==> src/mem_pkg.sv <==
`default_nettype none

package mem_pkg;

    // one bus word, used for addresses, data and transaction tags
    typedef logic [31:0] word_t;

    // toy instruction set
    typedef enum logic [1:0] {
        OP_NOP   = 2'd0,
        OP_LOAD  = 2'd1,
        OP_STORE = 2'd2,
        OP_JUMP  = 2'd3
    } op_t;

    // imm is store data, addr is a load/store byte address or a jump target
    typedef struct packed {
        op_t         op;
        logic [13:0] imm;
        logic [15:0] addr;
    } instr_t;

    // writeback record for the debug ports
    typedef struct packed {
        word_t pc;
        word_t data;
    } retire_t;

    // first fetch address after reset
    localparam word_t RESET_PC = 32'h0000_0000;

    // byte distance between sequential instructions
    localparam word_t PC_STEP = 32'd4;

    // tag the handshake holds before any transaction was served
    localparam word_t ID_NONE = 32'hffff_ffff;

endpackage

`default_nettype wire

==> src/port_ctrl_if.sv <==
`timescale 1ns/100ps
`default_nettype none

interface port_ctrl_if;
    import mem_pkg::*;

    // from the pipeline controller
    logic  need_req;
    logic  wr;
    word_t addr;
    word_t wdata;
    word_t unique_id;
    logic  stall;
    logic  flush;

    // from the bus port
    logic  busy;
    word_t rdata;
    logic  done;

    modport port (
        input  need_req, wr, addr, wdata, unique_id, stall, flush,
        output busy, rdata, done
    );

    modport ctrl (
        output need_req, wr, addr, wdata, unique_id, stall, flush,
        input  busy, rdata, done
    );

endinterface

`default_nettype wire

==> src/mem_pipeline.sv <==
`timescale 1ns/100ps
`default_nettype none

module mem_pipeline (
    input  logic           clk,
    input  logic           resetn,

    // instruction bus
    output logic           inst_req,
    output mem_pkg::word_t inst_addr,
    input  mem_pkg::word_t inst_rdata,
    input  logic           inst_addr_ok,
    input  logic           inst_data_ok,

    // data bus
    output logic           data_req,
    output logic           data_wr,
    output mem_pkg::word_t data_addr,
    output mem_pkg::word_t data_wdata,
    input  mem_pkg::word_t data_rdata,
    input  logic           data_addr_ok,
    input  logic           data_data_ok,

    // retire trace
    output logic           debug_wb_valid,
    output mem_pkg::word_t debug_wb_pc,
    output mem_pkg::word_t debug_wb_data
);
    import mem_pkg::*;

    retire_t retire;

    port_ctrl_if imem_if ();
    port_ctrl_if dmem_if ();

    // fetch side never writes
    mem_port imem_port (
        .clk     (clk),
        .resetn  (resetn),
        .ctrl    (imem_if.port),
        .req     (inst_req),
        .wr      (),
        .addr    (inst_addr),
        .wdata   (),
        .rdata   (inst_rdata),
        .addr_ok (inst_addr_ok),
        .data_ok (inst_data_ok)
    );

    mem_port dmem_port (
        .clk     (clk),
        .resetn  (resetn),
        .ctrl    (dmem_if.port),
        .req     (data_req),
        .wr      (data_wr),
        .addr    (data_addr),
        .wdata   (data_wdata),
        .rdata   (data_rdata),
        .addr_ok (data_addr_ok),
        .data_ok (data_data_ok)
    );

    pipe_control u_pipe_control (
        .clk          (clk),
        .resetn       (resetn),
        .imem         (imem_if.ctrl),
        .dmem         (dmem_if.ctrl),
        .retire       (retire),
        .retire_valid (debug_wb_valid)
    );

    assign debug_wb_pc   = retire.pc;
    assign debug_wb_data = retire.data;

endmodule

`default_nettype wire

==> src/mem_port.sv <==
`timescale 1ns/100ps
`default_nettype none

module mem_port (
    input  logic           clk,
    input  logic           resetn,
    port_ctrl_if.port      ctrl,
    output logic           req,
    output logic           wr,
    output mem_pkg::word_t addr,
    output mem_pkg::word_t wdata,
    input  mem_pkg::word_t rdata,
    input  logic           addr_ok,
    input  logic           data_ok
);

    sram_like_handshake u_handshake (
        .clk       (clk),
        .resetn    (resetn),
        .need_req  (ctrl.need_req),
        .unique_id (ctrl.unique_id),
        .addr_ok   (addr_ok),
        .data_ok   (data_ok),
        .req       (req),
        .busy      (ctrl.busy)
    );

    rdata_latch u_rdata_latch (
        .clk     (clk),
        .resetn  (resetn),
        .stall   (ctrl.stall),
        .flush   (ctrl.flush),
        .data_ok (data_ok),
        .in      (rdata),
        .out     (ctrl.rdata),
        .done    (ctrl.done)
    );

    // write flag only shown alongside a request
    assign wr = req && ctrl.wr;

    // address and write data stay stable while the stage waits
    assign addr  = ctrl.addr;
    assign wdata = ctrl.wdata;

endmodule

`default_nettype wire

==> src/pipe_control.sv <==
`timescale 1ns/100ps
`default_nettype none

module pipe_control (
    input  logic             clk,
    input  logic             resetn,
    port_ctrl_if.ctrl        imem,
    port_ctrl_if.ctrl        dmem,
    output mem_pkg::retire_t retire,
    output logic             retire_valid
);
    import mem_pkg::*;

    // fetch
    word_t  pc;
    word_t  fetch_id;
    logic   redir_pend;
    word_t  redir_pc;

    // execute
    logic   x_valid;
    word_t  x_pc;
    instr_t x_instr;

    // memory
    logic   m_valid;
    word_t  m_pc;
    instr_t m_instr;
    word_t  inst_count;

    logic   f_ready;
    logic   f_kill;
    logic   f_go;
    logic   f_redir;
    logic   x_jump;
    logic   jump_fire;
    word_t  jump_pc;
    logic   m_load;
    logic   m_store;
    logic   m_mem;
    logic   m_wait;
    word_t  store_data;

    assign m_load     = m_valid && (m_instr.op == OP_LOAD);
    assign m_store    = m_valid && (m_instr.op == OP_STORE);
    assign m_mem      = m_load || m_store;
    assign m_wait     = m_mem && !dmem.done;
    assign store_data = {18'b0, m_instr.imm};

    assign x_jump    = x_valid && (x_instr.op == OP_JUMP);
    assign jump_pc   = {16'b0, x_instr.addr};
    assign jump_fire = x_jump && !m_wait;

    // fetched word is wrong path while a redirect is open
    assign f_ready = !imem.busy;
    assign f_kill  = jump_fire || redir_pend;
    assign f_go    = f_ready && !f_kill && !m_wait;
    assign f_redir = f_ready && f_kill;

    assign imem.need_req  = !redir_pend;
    assign imem.wr        = 1'b0;
    assign imem.addr      = pc;
    assign imem.wdata     = '0;
    assign imem.unique_id = fetch_id;
    assign imem.stall     = !f_go;
    assign imem.flush     = f_redir;

    assign dmem.need_req  = m_mem;
    assign dmem.wr        = m_store;
    assign dmem.addr      = {16'b0, m_instr.addr};
    assign dmem.wdata     = store_data;
    assign dmem.unique_id = inst_count;
    assign dmem.stall     = m_wait;
    assign dmem.flush     = !m_mem;

    // pc only moves with no fetch outstanding, so inst_addr holds during req
    always_ff @(posedge clk) begin
        if (!resetn) begin
            pc         <= RESET_PC;
            fetch_id   <= '0;
            redir_pend <= 1'b0;
        end else if (f_redir) begin
            pc         <= jump_fire ? jump_pc : redir_pc;
            fetch_id   <= fetch_id + 32'd1;
            redir_pend <= 1'b0;
        end else if (jump_fire) begin
            redir_pend <= 1'b1;
        end else if (f_go) begin
            pc       <= pc + PC_STEP;
            fetch_id <= fetch_id + 32'd1;
        end
    end

    always_ff @(posedge clk) begin
        if (jump_fire) begin
            redir_pc <= jump_pc;
        end
    end

    // bubble into X when fetch has nothing to hand over
    always_ff @(posedge clk) begin
        if (!resetn) begin
            x_valid <= 1'b0;
        end else if (!m_wait) begin
            x_valid <= f_go;
        end
    end

    always_ff @(posedge clk) begin
        if (!m_wait) begin
            x_pc    <= pc;
            x_instr <= instr_t'(imem.rdata);
        end
    end

    // count gives every memory-stage instruction a fresh dmem tag
    always_ff @(posedge clk) begin
        if (!resetn) begin
            m_valid    <= 1'b0;
            inst_count <= '0;
        end else if (!m_wait) begin
            m_valid <= x_valid;
            if (x_valid) begin
                inst_count <= inst_count + 32'd1;
            end
        end
    end

    always_ff @(posedge clk) begin
        if (!m_wait) begin
            m_pc    <= x_pc;
            m_instr <= x_instr;
        end
    end

    always_ff @(posedge clk) begin
        if (!resetn) begin
            retire_valid <= 1'b0;
        end else begin
            retire_valid <= m_valid && !m_wait;
        end
    end

    // nop and jump retire with data 0
    always_ff @(posedge clk) begin
        retire.pc <= m_pc;
        if (m_load) begin
            retire.data <= dmem.rdata;
        end else if (m_store) begin
            retire.data <= store_data;
        end else begin
            retire.data <= '0;
        end
    end

endmodule

`default_nettype wire

==> src/rdata_latch.sv <==
`timescale 1ns/100ps
`default_nettype none

module rdata_latch (
    input  logic           clk,
    input  logic           resetn,
    input  logic           stall,
    input  logic           flush,
    input  logic           data_ok,
    input  mem_pkg::word_t in,
    output mem_pkg::word_t out,
    output logic           done
);

    always_ff @(posedge clk) begin
        if (!resetn) begin
            out  <= '0;
            done <= 1'b0;
        end else begin
            done <= data_ok && !flush;
            if (flush) begin
                out <= '0;
            end else if (data_ok) begin
                out <= in;
            end else if (!stall) begin
                // word consumed once the stage moves on
                out <= '0;
            end
        end
    end

endmodule

`default_nettype wire

==> src/sram_like_handshake.sv <==
`timescale 1ns/100ps
`default_nettype none

module sram_like_handshake (
    input  logic           clk,
    input  logic           resetn,
    input  logic           need_req,
    input  mem_pkg::word_t unique_id,
    input  logic           addr_ok,
    input  logic           data_ok,
    output logic           req,
    output logic           busy
);
    import mem_pkg::*;

    typedef enum logic [1:0] {
        ST_IDLE      = 2'd0,
        ST_WAIT_ADDR = 2'd1,
        ST_WAIT_DATA = 2'd2
    } state_t;

    state_t state;
    state_t state_next;
    word_t  last_id;
    logic   new_id;

    // a tag not yet served starts a transaction
    assign new_id = need_req && (unique_id != last_id);

    always_comb begin
        state_next = state;
        case (state)
            ST_IDLE: begin
                if (new_id) begin
                    state_next = ST_WAIT_ADDR;
                end
            end
            ST_WAIT_ADDR: begin
                if (addr_ok) begin
                    state_next = ST_WAIT_DATA;
                end
            end
            ST_WAIT_DATA: begin
                if (data_ok) begin
                    state_next = ST_IDLE;
                end
            end
            default: begin
                state_next = ST_IDLE;
            end
        endcase
    end

    always_ff @(posedge clk) begin
        if (!resetn) begin
            state   <= ST_IDLE;
            last_id <= ID_NONE;
        end else begin
            state <= state_next;
            if (state == ST_IDLE && new_id) begin
                last_id <= unique_id;
            end
        end
    end

    // req held until the slave takes the address
    assign req = (state == ST_WAIT_ADDR);

    // new_id term keeps the stage from moving on with old data
    assign busy = (state != ST_IDLE) || new_id;

endmodule

`default_nettype wire

==> config.mk <==
export PLATFORM = sky130hd
export DESIGN_NAME = mem_pipeline
export DESIGN_NICKNAME = d
export VERILOG_FILES = /design/src/mem_pkg.sv /design/src/port_ctrl_if.sv /design/src/mem_pipeline.sv /design/src/mem_port.sv /design/src/pipe_control.sv /design/src/rdata_latch.sv /design/src/sram_like_handshake.sv
export SDC_FILE = /design/constraint.sdc
export NUM_CORES = 1
export LEC_CHECK = 0
export BUFFER_PORTS_ARGS = -buffer_cell sky130_fd_sc_hd__buf_2
export CORE_ASPECT_RATIO = 0.7
export CORE_MARGIN = 3
export CORE_UTILIZATION = 62
export CTS_BUF_LIST = sky130_fd_sc_hd__clkbuf_4 sky130_fd_sc_hd__clkbuf_8 sky130_fd_sc_hd__clkbuf_16
export DETAILED_ROUTE_END_ITERATION = 16
export GPL_ROUTABILITY_DRIVEN = 0
export PLACE_DENSITY = 0.85
export REMOVE_ABC_BUFFERS = 1
export SETUP_SLACK_MARGIN = 0.02
export SLEW_MARGIN = 20
export SYNTH_ARGS = -nofsm -noshare
export SYNTH_HDL_FRONTEND = slang
export SYNTH_SLANG_ARGS = --single-unit
==> constraint.sdc <==
create_clock -name clk -period 11.45 [get_ports clk]
set_input_delay 2.29 -clock clk [delete_from_list [all_inputs] [get_ports clk]]
set_output_delay 2.29 -clock clk [all_outputs]
set_load 0.01 [all_outputs]
### Word level (Yosys, flattened, before mapping)

Index checks and enable logic that the tools add are counted.

* bits in registers: 457
* memories kept: 0
* input bits: 70
* bits in read-only memories: 0
* logic and storage cells: 102
* latch bits: 0
* RAM bits: 0

* equal/unequal tests: 17
* reductions and logical operators: 34
* shift-type cells: 0
* $mul: 0
* magnitude comparators: 0
* div/mod/pow operators: 0
* add/subtract/negate cells: 3
* bitwise operators: 2
* multiplexer cells: 21

Operators with widths (number)
* $mux 32: 12
* $add 32x1->32 const B: 2
* $ne 32x32->1: 2
* $add 32x3->32 const B: 1
* $logic_and 1x1->1: 15
* $mux 14: 1
* $ne 2x2->1 const B: 7
* $mux 2: 6
* $pmux 2 s3: 2
* $eq 2x2->1 const B: 4
* $eq 2x1->1 const B: 3
* $reduce_and 2->1: 3
* $reduce_and 3->1: 2
* $reduce_bool 2->1: 3
* $logic_not 1->1: 5
* $logic_not 2->1: 2
* $logic_or 1x1->1: 3
* $ne 2x1->1 const B: 1
* $not 1->1: 2
* $reduce_or 2->1: 1

### Longest topological paths before layout

Gate-level depths: netlist (run 1).

* depth in word-level cells: 13
* depth in mapped cells: 11

### By module

A second synthesis (run 1) with hierarchy kept.

* cell total of the unflattened synthesis: 1825
* area total of the unflattened synthesis: 19595.0 µm²

By module, submodules not included
* pipe_control: area each 12112.9 µm², times used 1, cells an instance 999
* sram_like_handshake: area each 1971.9 µm², times used 2, cells an instance 202
* rdata_latch: area each 1282.5 µm², times used 2, cells an instance 146
* mem_port: area each 486.7 µm², times used 2, cells an instance 65

### Least setup slack after synthesis (run 1)

Ideal clock, no wire load.

* path kind: flip-flop to output port
* start: register u_pipe_control.m_instr[30] in the netlist's numbering
* end: output data_wr
* arrival time: 1.418 ns
* data required time: 9.160 ns
* path slack: 7.742 ns
* cell stages (with the launch flop): 4
* cell sequence: edfxtp_1 -> nor3b_1 -> clkbuf_1 -> and2_1

* longest elaborated chain between the ends: 3

RTL lines
* start: declaration: line pipe_control.sv:28 `instr_t m_instr;`
* start signal: assignment: line pipe_control.sv:132 `m_instr <= x_instr;`
* $eq 2x2->1: line pipe_control.sv:45 `assign m_store = m_valid && (m_instr.op == OP_STORE);`
* $logic_and 1x1->1: line pipe_control.sv:45
* $logic_and 1x1->1: line mem_port.sv:40 `assign wr = req && ctrl.wr;`
* end: declaration: line mem_pipeline.sv:17 `output logic data_wr,`

No other way between the ends.

### Worst setup path after layout (run 1)

* start: register u_pipe_control.m_valid
* end: output data_wr

* longest elaborated chain between the ends: 2

RTL lines
* start: declaration: line pipe_control.sv:26 `logic m_valid;`
* start signal: assignment: line pipe_control.sv:122 `m_valid <= x_valid;`
* $logic_and 1x1->1: line pipe_control.sv:45
* $logic_and 1x1->1: line mem_port.sv:40

No other way between the ends.

==> run_results.csv, run 1 <==
group,metric,value,unit
outcome,status,"finished clean",
min_path,hp-class,"flop to flop",
routing,drt-pass1-iter-count,7,
routing,first_iter_violations,1222,
cells_and_area,nets,1816,
placement,place_inst,2064,
synth,synth_top_flop_cell,"dfxtp_1",
floorplanning,initial_core_util,64.06,%
routing,antenna_left,0,
routing,post_drt_wl_per_cell,18.73,um
synth,synth_top_area_cell,"dfxtp_1",
floorplanning,rows,50,
synth,ys_seq_elements,457,
clock_tree,path_clk_slew,70,ps
floorplanning,die_area,30130,um^2
global_routing,grt_pass1_wl,63450,um
global_routing,grtUsageMet3,4.903,%
clock_tree,root_buffer,"clkbuf_16",
critical_path,cp_slowest_cell,"nor3b_4",
routing,vias,12430,
synth,async_flop_share,0,%
floorplanning,ios,234,
critical_path,critical_path_class,"flop to output pin",
sta,finalCritPeriodShare,38.55,%
critical_path,worst_ep_required_time,9160,ps
critical_path,crit_chain,"inv_1 > nor3b_4 > and2_1 > buf_2",
global_routing,antenna_found_initial,1,
clock_tree,htreeDepth,2,
cells_and_area,seqCellArea,10430,um^2
synth,synth_edf_count,128,
synth,yosysSeqAreaShare,59.97,%
floorplanning,core_region_area,27150,um^2
clock_tree,cts_sinks,457,
global_routing,grt_max_degree,84,
clock_tree,cts_tree,"built",
synth,netlist.area_leader.share,37.87,%
global_routing,grt.busiest_layer,"met2",
sta,max_slew_margin,24.59,%
global_routing,overflow,0,
placement,place_hpwl,25270,um
sta,finalSetupTns,0,ps
sta,period_needed,4414,ps
clock_tree,cts_made_buffers,40,
global_routing,use_met2,41.26,%
cells_and_area,multiInputGateArea,6257,um^2
sta,fmax,0.2265,GHz
floorplanning,die_y,146.1,um
critical_path,cp_top_family,"simple AND/OR/NAND/NOR gates",
sta,slew_violations,0,
clock_tree,cts_resized,0,
clock_tree,cts.path.max_buffers,3,
global_routing,grt_util_met1,36.45,%
clock_tree,cts_setup_buffers,0,
min_path,min_from,"u_pipe_control.m_pc[31]",
synth,synth_cells,1603,
critical_path,cp-start-kind,"flop",
clock_tree,cts_hold_buf,0,
floorplanning,die_x,206.2,um
synth,syn_area_per_cell,10.85,um^2
critical_path,cp_max_fo,15,
sta,finClkSkew,23.32,ps
power,p_leak,8.019,nW
cells_and_area,layout-drive-gt1-share,18.71,%
routing,vias_per_cell,5.812,
synth,synth.distinct_cells,71,
synth,synthesis.area,17390,um^2
sta,setup_violations,0,
routing,drt_wl_total,40060,um
sta,setup_slack,7036,ps
cells_and_area,synthToLayoutAreaGrowth,13.52,%
placement,io_buffers,199,
critical_path,critPathLaunch,"u_pipe_control.m_valid",
clock_tree,worstSkewPairLatency,540,ps
power,cellPowerDensity,162.6,nW/um^2
critical_path,critical_path_arrival,2120,ps
critical_path,cpPeakStageDelay,670,ps
global_routing,track_usage,25.99,%
synth,netlist_top_cells_area,"dfxtp_1 38%, edfxtp_1 22%, nand2_1 4.7%",
cells_and_area,instances_no_fill,2139,
placement,dp_slack,7048,ps
sta,finalHoldViolCount,0,
critical_path,critPathBufInv,2,
run,maxCapViolCount,0,
routing,remaining_drc_errors,0,
cells_and_area,fillCellCount,1775,
critical_path,r2r-start,"u_pipe_control.m_instr[31]",
sta,worstMarginPinSlew,1131,ps
global_routing,grt_pass1_vias,12100,
sta,rsz0062_at_grt,"no",
critical_path,worst_setup_path_end_kind,"output pin",
synth,yosys_warnings,0,
power,peakVddDrop,0.00009865,V
[path summary, 6_finish.rpt]
| check | slack, ps | cells past startpoint | endpoint |
|---|---|---|---|
| worst min-delay path | 340 | 0 | u_pipe_control.retire[63] |
| worst max-delay path | 7040 | 4 | data_wr |
| worst max register to register | 7710 | 9 | u_pipe_control.imem.addr[14] |
| worst min register to register | 340 | 0 | u_pipe_control.retire[63] |
[metrics by stage]
stage | hold slack, ps | cell area, um^2 | total power, mW | utilization (%)
after floorplan | 323.3 | 16680 | 1.791 | -
after global placement | 323.4 | 18300 | 1.840 | 67.40
after detailed placement | 326.9 | 18310 | 1.844 | 67.42
after CTS | 342.2 | 19700 | 3.228 | 72.56
after global routing | 346.4 | 19740 | 3.304 | 72.72
final | 341.4 | 19740 | 3.211 | 72.72
[worst reg2reg max path, cell delays in order, from the launching register on]
cell and delay [ps]:
edfxtp_1 490, xor2_1 350, nand2_1 210, nor2_2 460
inv_6 300, o21ai_0 250, buf_4 250, or2_1 890
a21oi_1 100, o221a_2 310
[power by group]
| group | internal, mW | switching (mW) |
|---|---|---|
| clock | 0.815 | 0.584 |
| sequential | 1.69 | 0.0198 |
| combinational | 0.0380 | 0.0662 |
| total | 2.54 | 0.670 |
[sequential cells by signal (all words and copies together), names as in the netlist, 32 cells and up]
name,cells
dmem_port.u_rdata_latch.out,32
u_pipe_control.x_pc,32
u_pipe_control.dmem.unique_id,32
u_pipe_control.redir_pc,32
u_pipe_control.imem.unique_id,32
imem_port.u_rdata_latch.out,32
u_pipe_control.m_pc,32
u_pipe_control.imem.addr,32
imem_port.u_handshake.last_id,32
u_pipe_control.retire,64
dmem_port.u_handshake.last_id,32
[metal layers]
layer  part of all wire [%]  vias up
li1                       -     5780
met4                    2.4        0
met3                    8.4       80
met1                     42     6001
met5                      0        -
met2                     47      571
[cell families (layout without fill, tap and decap cells)]
kind of cell / after synthesis / count (layout) / share of synthesized area (%)
multiplexers: 60 / 60 / 3.511
other: 1 / 35 / 0.02156
XOR/XNOR: 104 / 104 / 5.237
adder cells (fa/ha/maj): 3 / 3 / 0.2158
buffers and inverters: 167 / 305 / 5.194
AND/OR/NAND/NOR: 610 / 610 / 17.85
AO/OA/AOI/OAI: 201 / 201 / 8.000
flip-flops: 457 / 457 / 59.97
[synth_stat cells (4+ instances only)]
library cell	count
clkbuf_1	64
xor2_1	13
edfxtp_1	128
o41ai_1	5
buf_1	6
nor3_1	22
o21a_1	4
xnor2_1	91
nand4_1	30
mux2i_1	52
dfxtp_1	329
o21ai_0	15
nor2_1	78
nand3b_1	32
nor4_1	8
and2_1	23
o32ai_1	4
o31ai_1	6
mux2_2	8
a22o_1	46
and3_1	17
buf_2	11
or2_2	6
buf_4	68
a31oi_1	5
nand2b_1	17
nor3_2	4
nand3_1	98
nor3b_1	5
inv_1	16
a21oi_1	76
or3_1	9
o211ai_1	8
or4_1	4
nand2_1	217
nor2b_1	22
[final cells by class]
cell class | instances | share of cell area [%]
well taps | 364 | 2.307
inverters | 17 | 0.3485
diodes | 1 | 0.01267
flip-flops and latches | 457 | 52.83
clock buffers | 60 | 6.407
clock inverters | 13 | 0.6654
repair buffers | 215 | 5.741
multi-input cells | 1012 | 31.69
[cells in the final DEF (no fill, tap or decap), drive strengths merged, types with 34 or more instances in the layout]
master / synthesis / routed
xnor2: 91 / 91
mux2i: 52 / 52
a21oi: 76 / 76
clkbuf: 64 / 60
a22o: 46 / 46
nand2: 217 / 217
nand3: 99 / 99
conb: 1 / 34
nor2: 80 / 80
buf: 86 / 215
edfxtp: 128 / 128
dfxtp: 329 / 329
No activity file was read; power rests on OpenSTA's default activity.
==> run 2, diff against run 1 <==
Settings changed: ABC_AREA set to 1, CORE_UTILIZATION 62 to 58, PLACE_DENSITY 0.85 to 0.8.
Clock period 11.45 ns to 4.53 ns, I/O delays scaled along.
==> run 2 against run 1 <==
- sequential cell count did not move
- hold slack got worse by 6.6 ps
- final area is 3.6% higher
- combinational power grew to 2.5 times the previous value
- sequential power grew to 2.5 times the previous value
- final cell count up 21%
- global-route usage grew 0.80 points
- via count increased by 15%
- total power grew 150%
- area after synthesis up 5.3%
- largest power group unchanged
==> run_results.csv, run 2 <==
group,metric,value,unit
sta,worstMarginPinSlew,1103,ps
cells_and_area,regMostFlops,"u_pipe_control.retire",
synth,netlist_top_cells_count,"431 x nand2_1, 329 x dfxtp_1, 199 x inv_1",
power,intPower,6.307,mW
clock_tree,cts_setup_buffers,0,
sta,finClkSkew,18.31,ps
critical_path,cp-start-kind,"flop",
critical_path,worst_setup_path_end_kind,"flop",
global_routing,grt_pass1_vias,13170,
synth,synth.distinct_cells,44,
power,p_sw,1.713,mW
power,power,8.020,mW
clock_tree,cts_tree,"built",
routing,vias_per_cell,5.526,
synth,synth_top_flop_cell,"dfxtp_1",
synth,synthesis.area,18320,um^2
clock_tree,root_buffer,"clkbuf_16",
sta,finalCritPeriodShare,82.71,%
cells_and_area,antenna_cells,0,
synth,synth_edf_count,128,
global_routing,grt_max_degree,98,
critical_path,cp_max_fo,54,
clock_tree,htreeDepth,2,
power,swShare,21.36,%
cells_and_area,largest_register_ffs,64,
clock_tree,cts_hold_buf,0,
synth,ys_seq_elements,457,
sta,whs,334.8,ps
power,power_frac_comb,3.3,%
cells_and_area,layout_commonest_cell,"nand2_1",
routing,drt_wl_total,45900,um
clock_tree,path_clk_slew,70,ps
sta,fmax,0.2669,GHz
floorplanning,die_x,218.4,um
synth,synth_cells,2030,
power,p_seq_share,53.9,%
outcome,status,"finished clean",
synth,yosysSeqAreaShare,56.93,%
cells_and_area,fillCellCount,2348,
run,maxCapViolCount,0,
cells_and_area,multiInputGateArea,6264,um^2
global_routing,track_usage,26.79,%
placement,io_buffers,199,
clock_tree,cts_resized,0,
placement,place_hpwl,31660,um
clock_tree,cts_made_buffers,41,
cells_and_area,seqCellArea,10430,um^2
power,p_clk_share,42.9,%
global_routing,overflow,0,
floorplanning,die_y,154.7,um
cells_and_area,final_cell_area,20450,um^2
floorplanning,core_region_area,30570,um^2
cells_and_area,post-route-util,66.90,%
floorplanning,initial_core_util,59.93,%
placement,placed_area,19120,um^2
routing,remaining_drc_errors,0,
synth,yosys_warnings,0,
clock_tree,cts.path.max_buffers,3,
clock_tree,cts_sinks,457,
sta,rsz0062_at_grt,"no",
routing,antenna_left,0,
cells_and_area,nets,2225,
floorplanning,die_area,33790,um^2
global_routing,antenna_found_initial,3,
power,p_leak,8.717,nW
critical_path,worst_ep_required_time,4940,ps
synth,syn_area_per_cell,9.025,um^2
synth,netlist.area_leader.share,35.95,%
synth,synth.most_common_cell,"nand2_1",
routing,post_drt_wl_per_cell,17.68,um
cells_and_area,final_cell_mix,"431 x nand2_1, 329 x dfxtp_1, 199 x inv_1, 199 x buf_2, 173 x nand3_1",
synth,netlist_top_cells_area,"dfxtp_1 36%, edfxtp_1 21%, nand2_1 8.8%",
sta,finalHoldViolCount,0,
sta,slew_violations,0,
synth,async_flop_share,0,%
sta,setup_violations,0,
sta,max_slew_margin,26.45,%
power,cellPowerDensity,392.2,nW/um^2
synth,synth_top_area_cell,"dfxtp_1",
clock_tree,worstSkewPairLatency,540,ps
global_routing,grt_pass1_wl,72080,um
floorplanning,rows,53,
routing,first_iter_violations,1840,
power,peakVddDrop,0.0002635,V
min_path,hp-class,"flop to flop",
routing,drt-pass1-iter-count,7,
critical_path,critical_path_class,"flop to flop",
cells_and_area,synthToLayoutAreaGrowth,11.62,%
sta,period_needed,3747,ps
routing,vias,14350,
floorplanning,ios,234,
sta,finalSetupTns,0,ps
cells_and_area,layout-drive-gt1-share,15.11,%
critical_path,critical_path_arrival,4150,ps
run 2: cell count changes after synthesis, moves of 23 or more:
cell      change
nor3_1       +23
and2_1       -23
nand3b_1     -30
nand2_1     +214
a22o_1       -46
mux2i_1      -52
nor2_1       +42
buf_2        +29
nand3_1      +75
inv_1       +183
xnor2_1      -39
a21oi_1      +41
xor2_1       +43
a32o_1       +31
run 2: cell type report:
class | instances | share of cell area (%)
flip-flops and latches | 457 | 51.00
multi-input cells | 1224 | 30.63
clock buffers | 57 | 5.782
repair buffers | 213 | 5.384
inverters | 215 | 3.946
well taps | 412 | 2.521
clock inverters | 18 | 0.7403
run 2: critical path, stage by stage, from the launching register on:
cell      delay, ps
edfxtp_1        400
nand3_2          90
buf_4           340
nand2_2         180
nand2_8         370
nand4_2         600
nand2_4         530
nand3_4         430
nand2_1         180
buf_4           350
a21oi_1         100
run 2: worst paths after layout:
| path | start | end | slack [ps] | cells past startpoint |
|---|---|---|---|---|
| max | u_pipe_control.m_instr[30] | imem_port.u_rdata_latch.out[6] | 780 | 10 |
| min | u_pipe_control.m_pc[12] | u_pipe_control.retire[44] | 330 | 0 |
| max reg2reg | u_pipe_control.m_instr[30] | imem_port.u_rdata_latch.out[6] | 780 | 10 |
| min reg2reg | u_pipe_control.m_pc[12] | u_pipe_control.retire[44] | 330 | 0 |
run 2: layer usage:
layer / up-vias / wire, um / global-route usage (%)
li1: 6806 / - / -
met1: 6787 / 20410 / 39.94
met2: 678 / 19760 / 39.40
met3: 75 / 4860 / 6.952
met4: 0 / 871 / 5.804
met5: - / 0 / 0
run 2: power by group through the flow:
stage	clock [mW]	sequential [mW]	combinational (mW)
after CTS	3.48	4.32	0.259
after global placement	0	4.40	0.249
final	3.44	4.32	0.261
after floorplan	0	4.39	0.136
after detailed placement	0	4.41	0.257
after global routing	3.66	4.32	0.292
run 2: cell families after synthesis:
| family | share of synthesized area (%) |
|---|---|
| XOR/XNOR | 5.163 |
| AO/OA/AOI/OAI | 7.403 |
| AND/OR/NAND/NOR | 20.60 |
| other | 0.02047 |
| flip-flops | 56.93 |
| buffers and inverters | 9.677 |
| adder cells (fa/ha/maj) | 0.2049 |
run 2: metrics by stage:
stage,cells,setup WS [ps]
2_1_floorplan,1896,379.7
5_1_grt,2596,447.2
6_report,2596,783.1
3_3_place_gp,2521,984.0
4_1_cts,2596,831.1
3_5_place_dp,2521,872.9
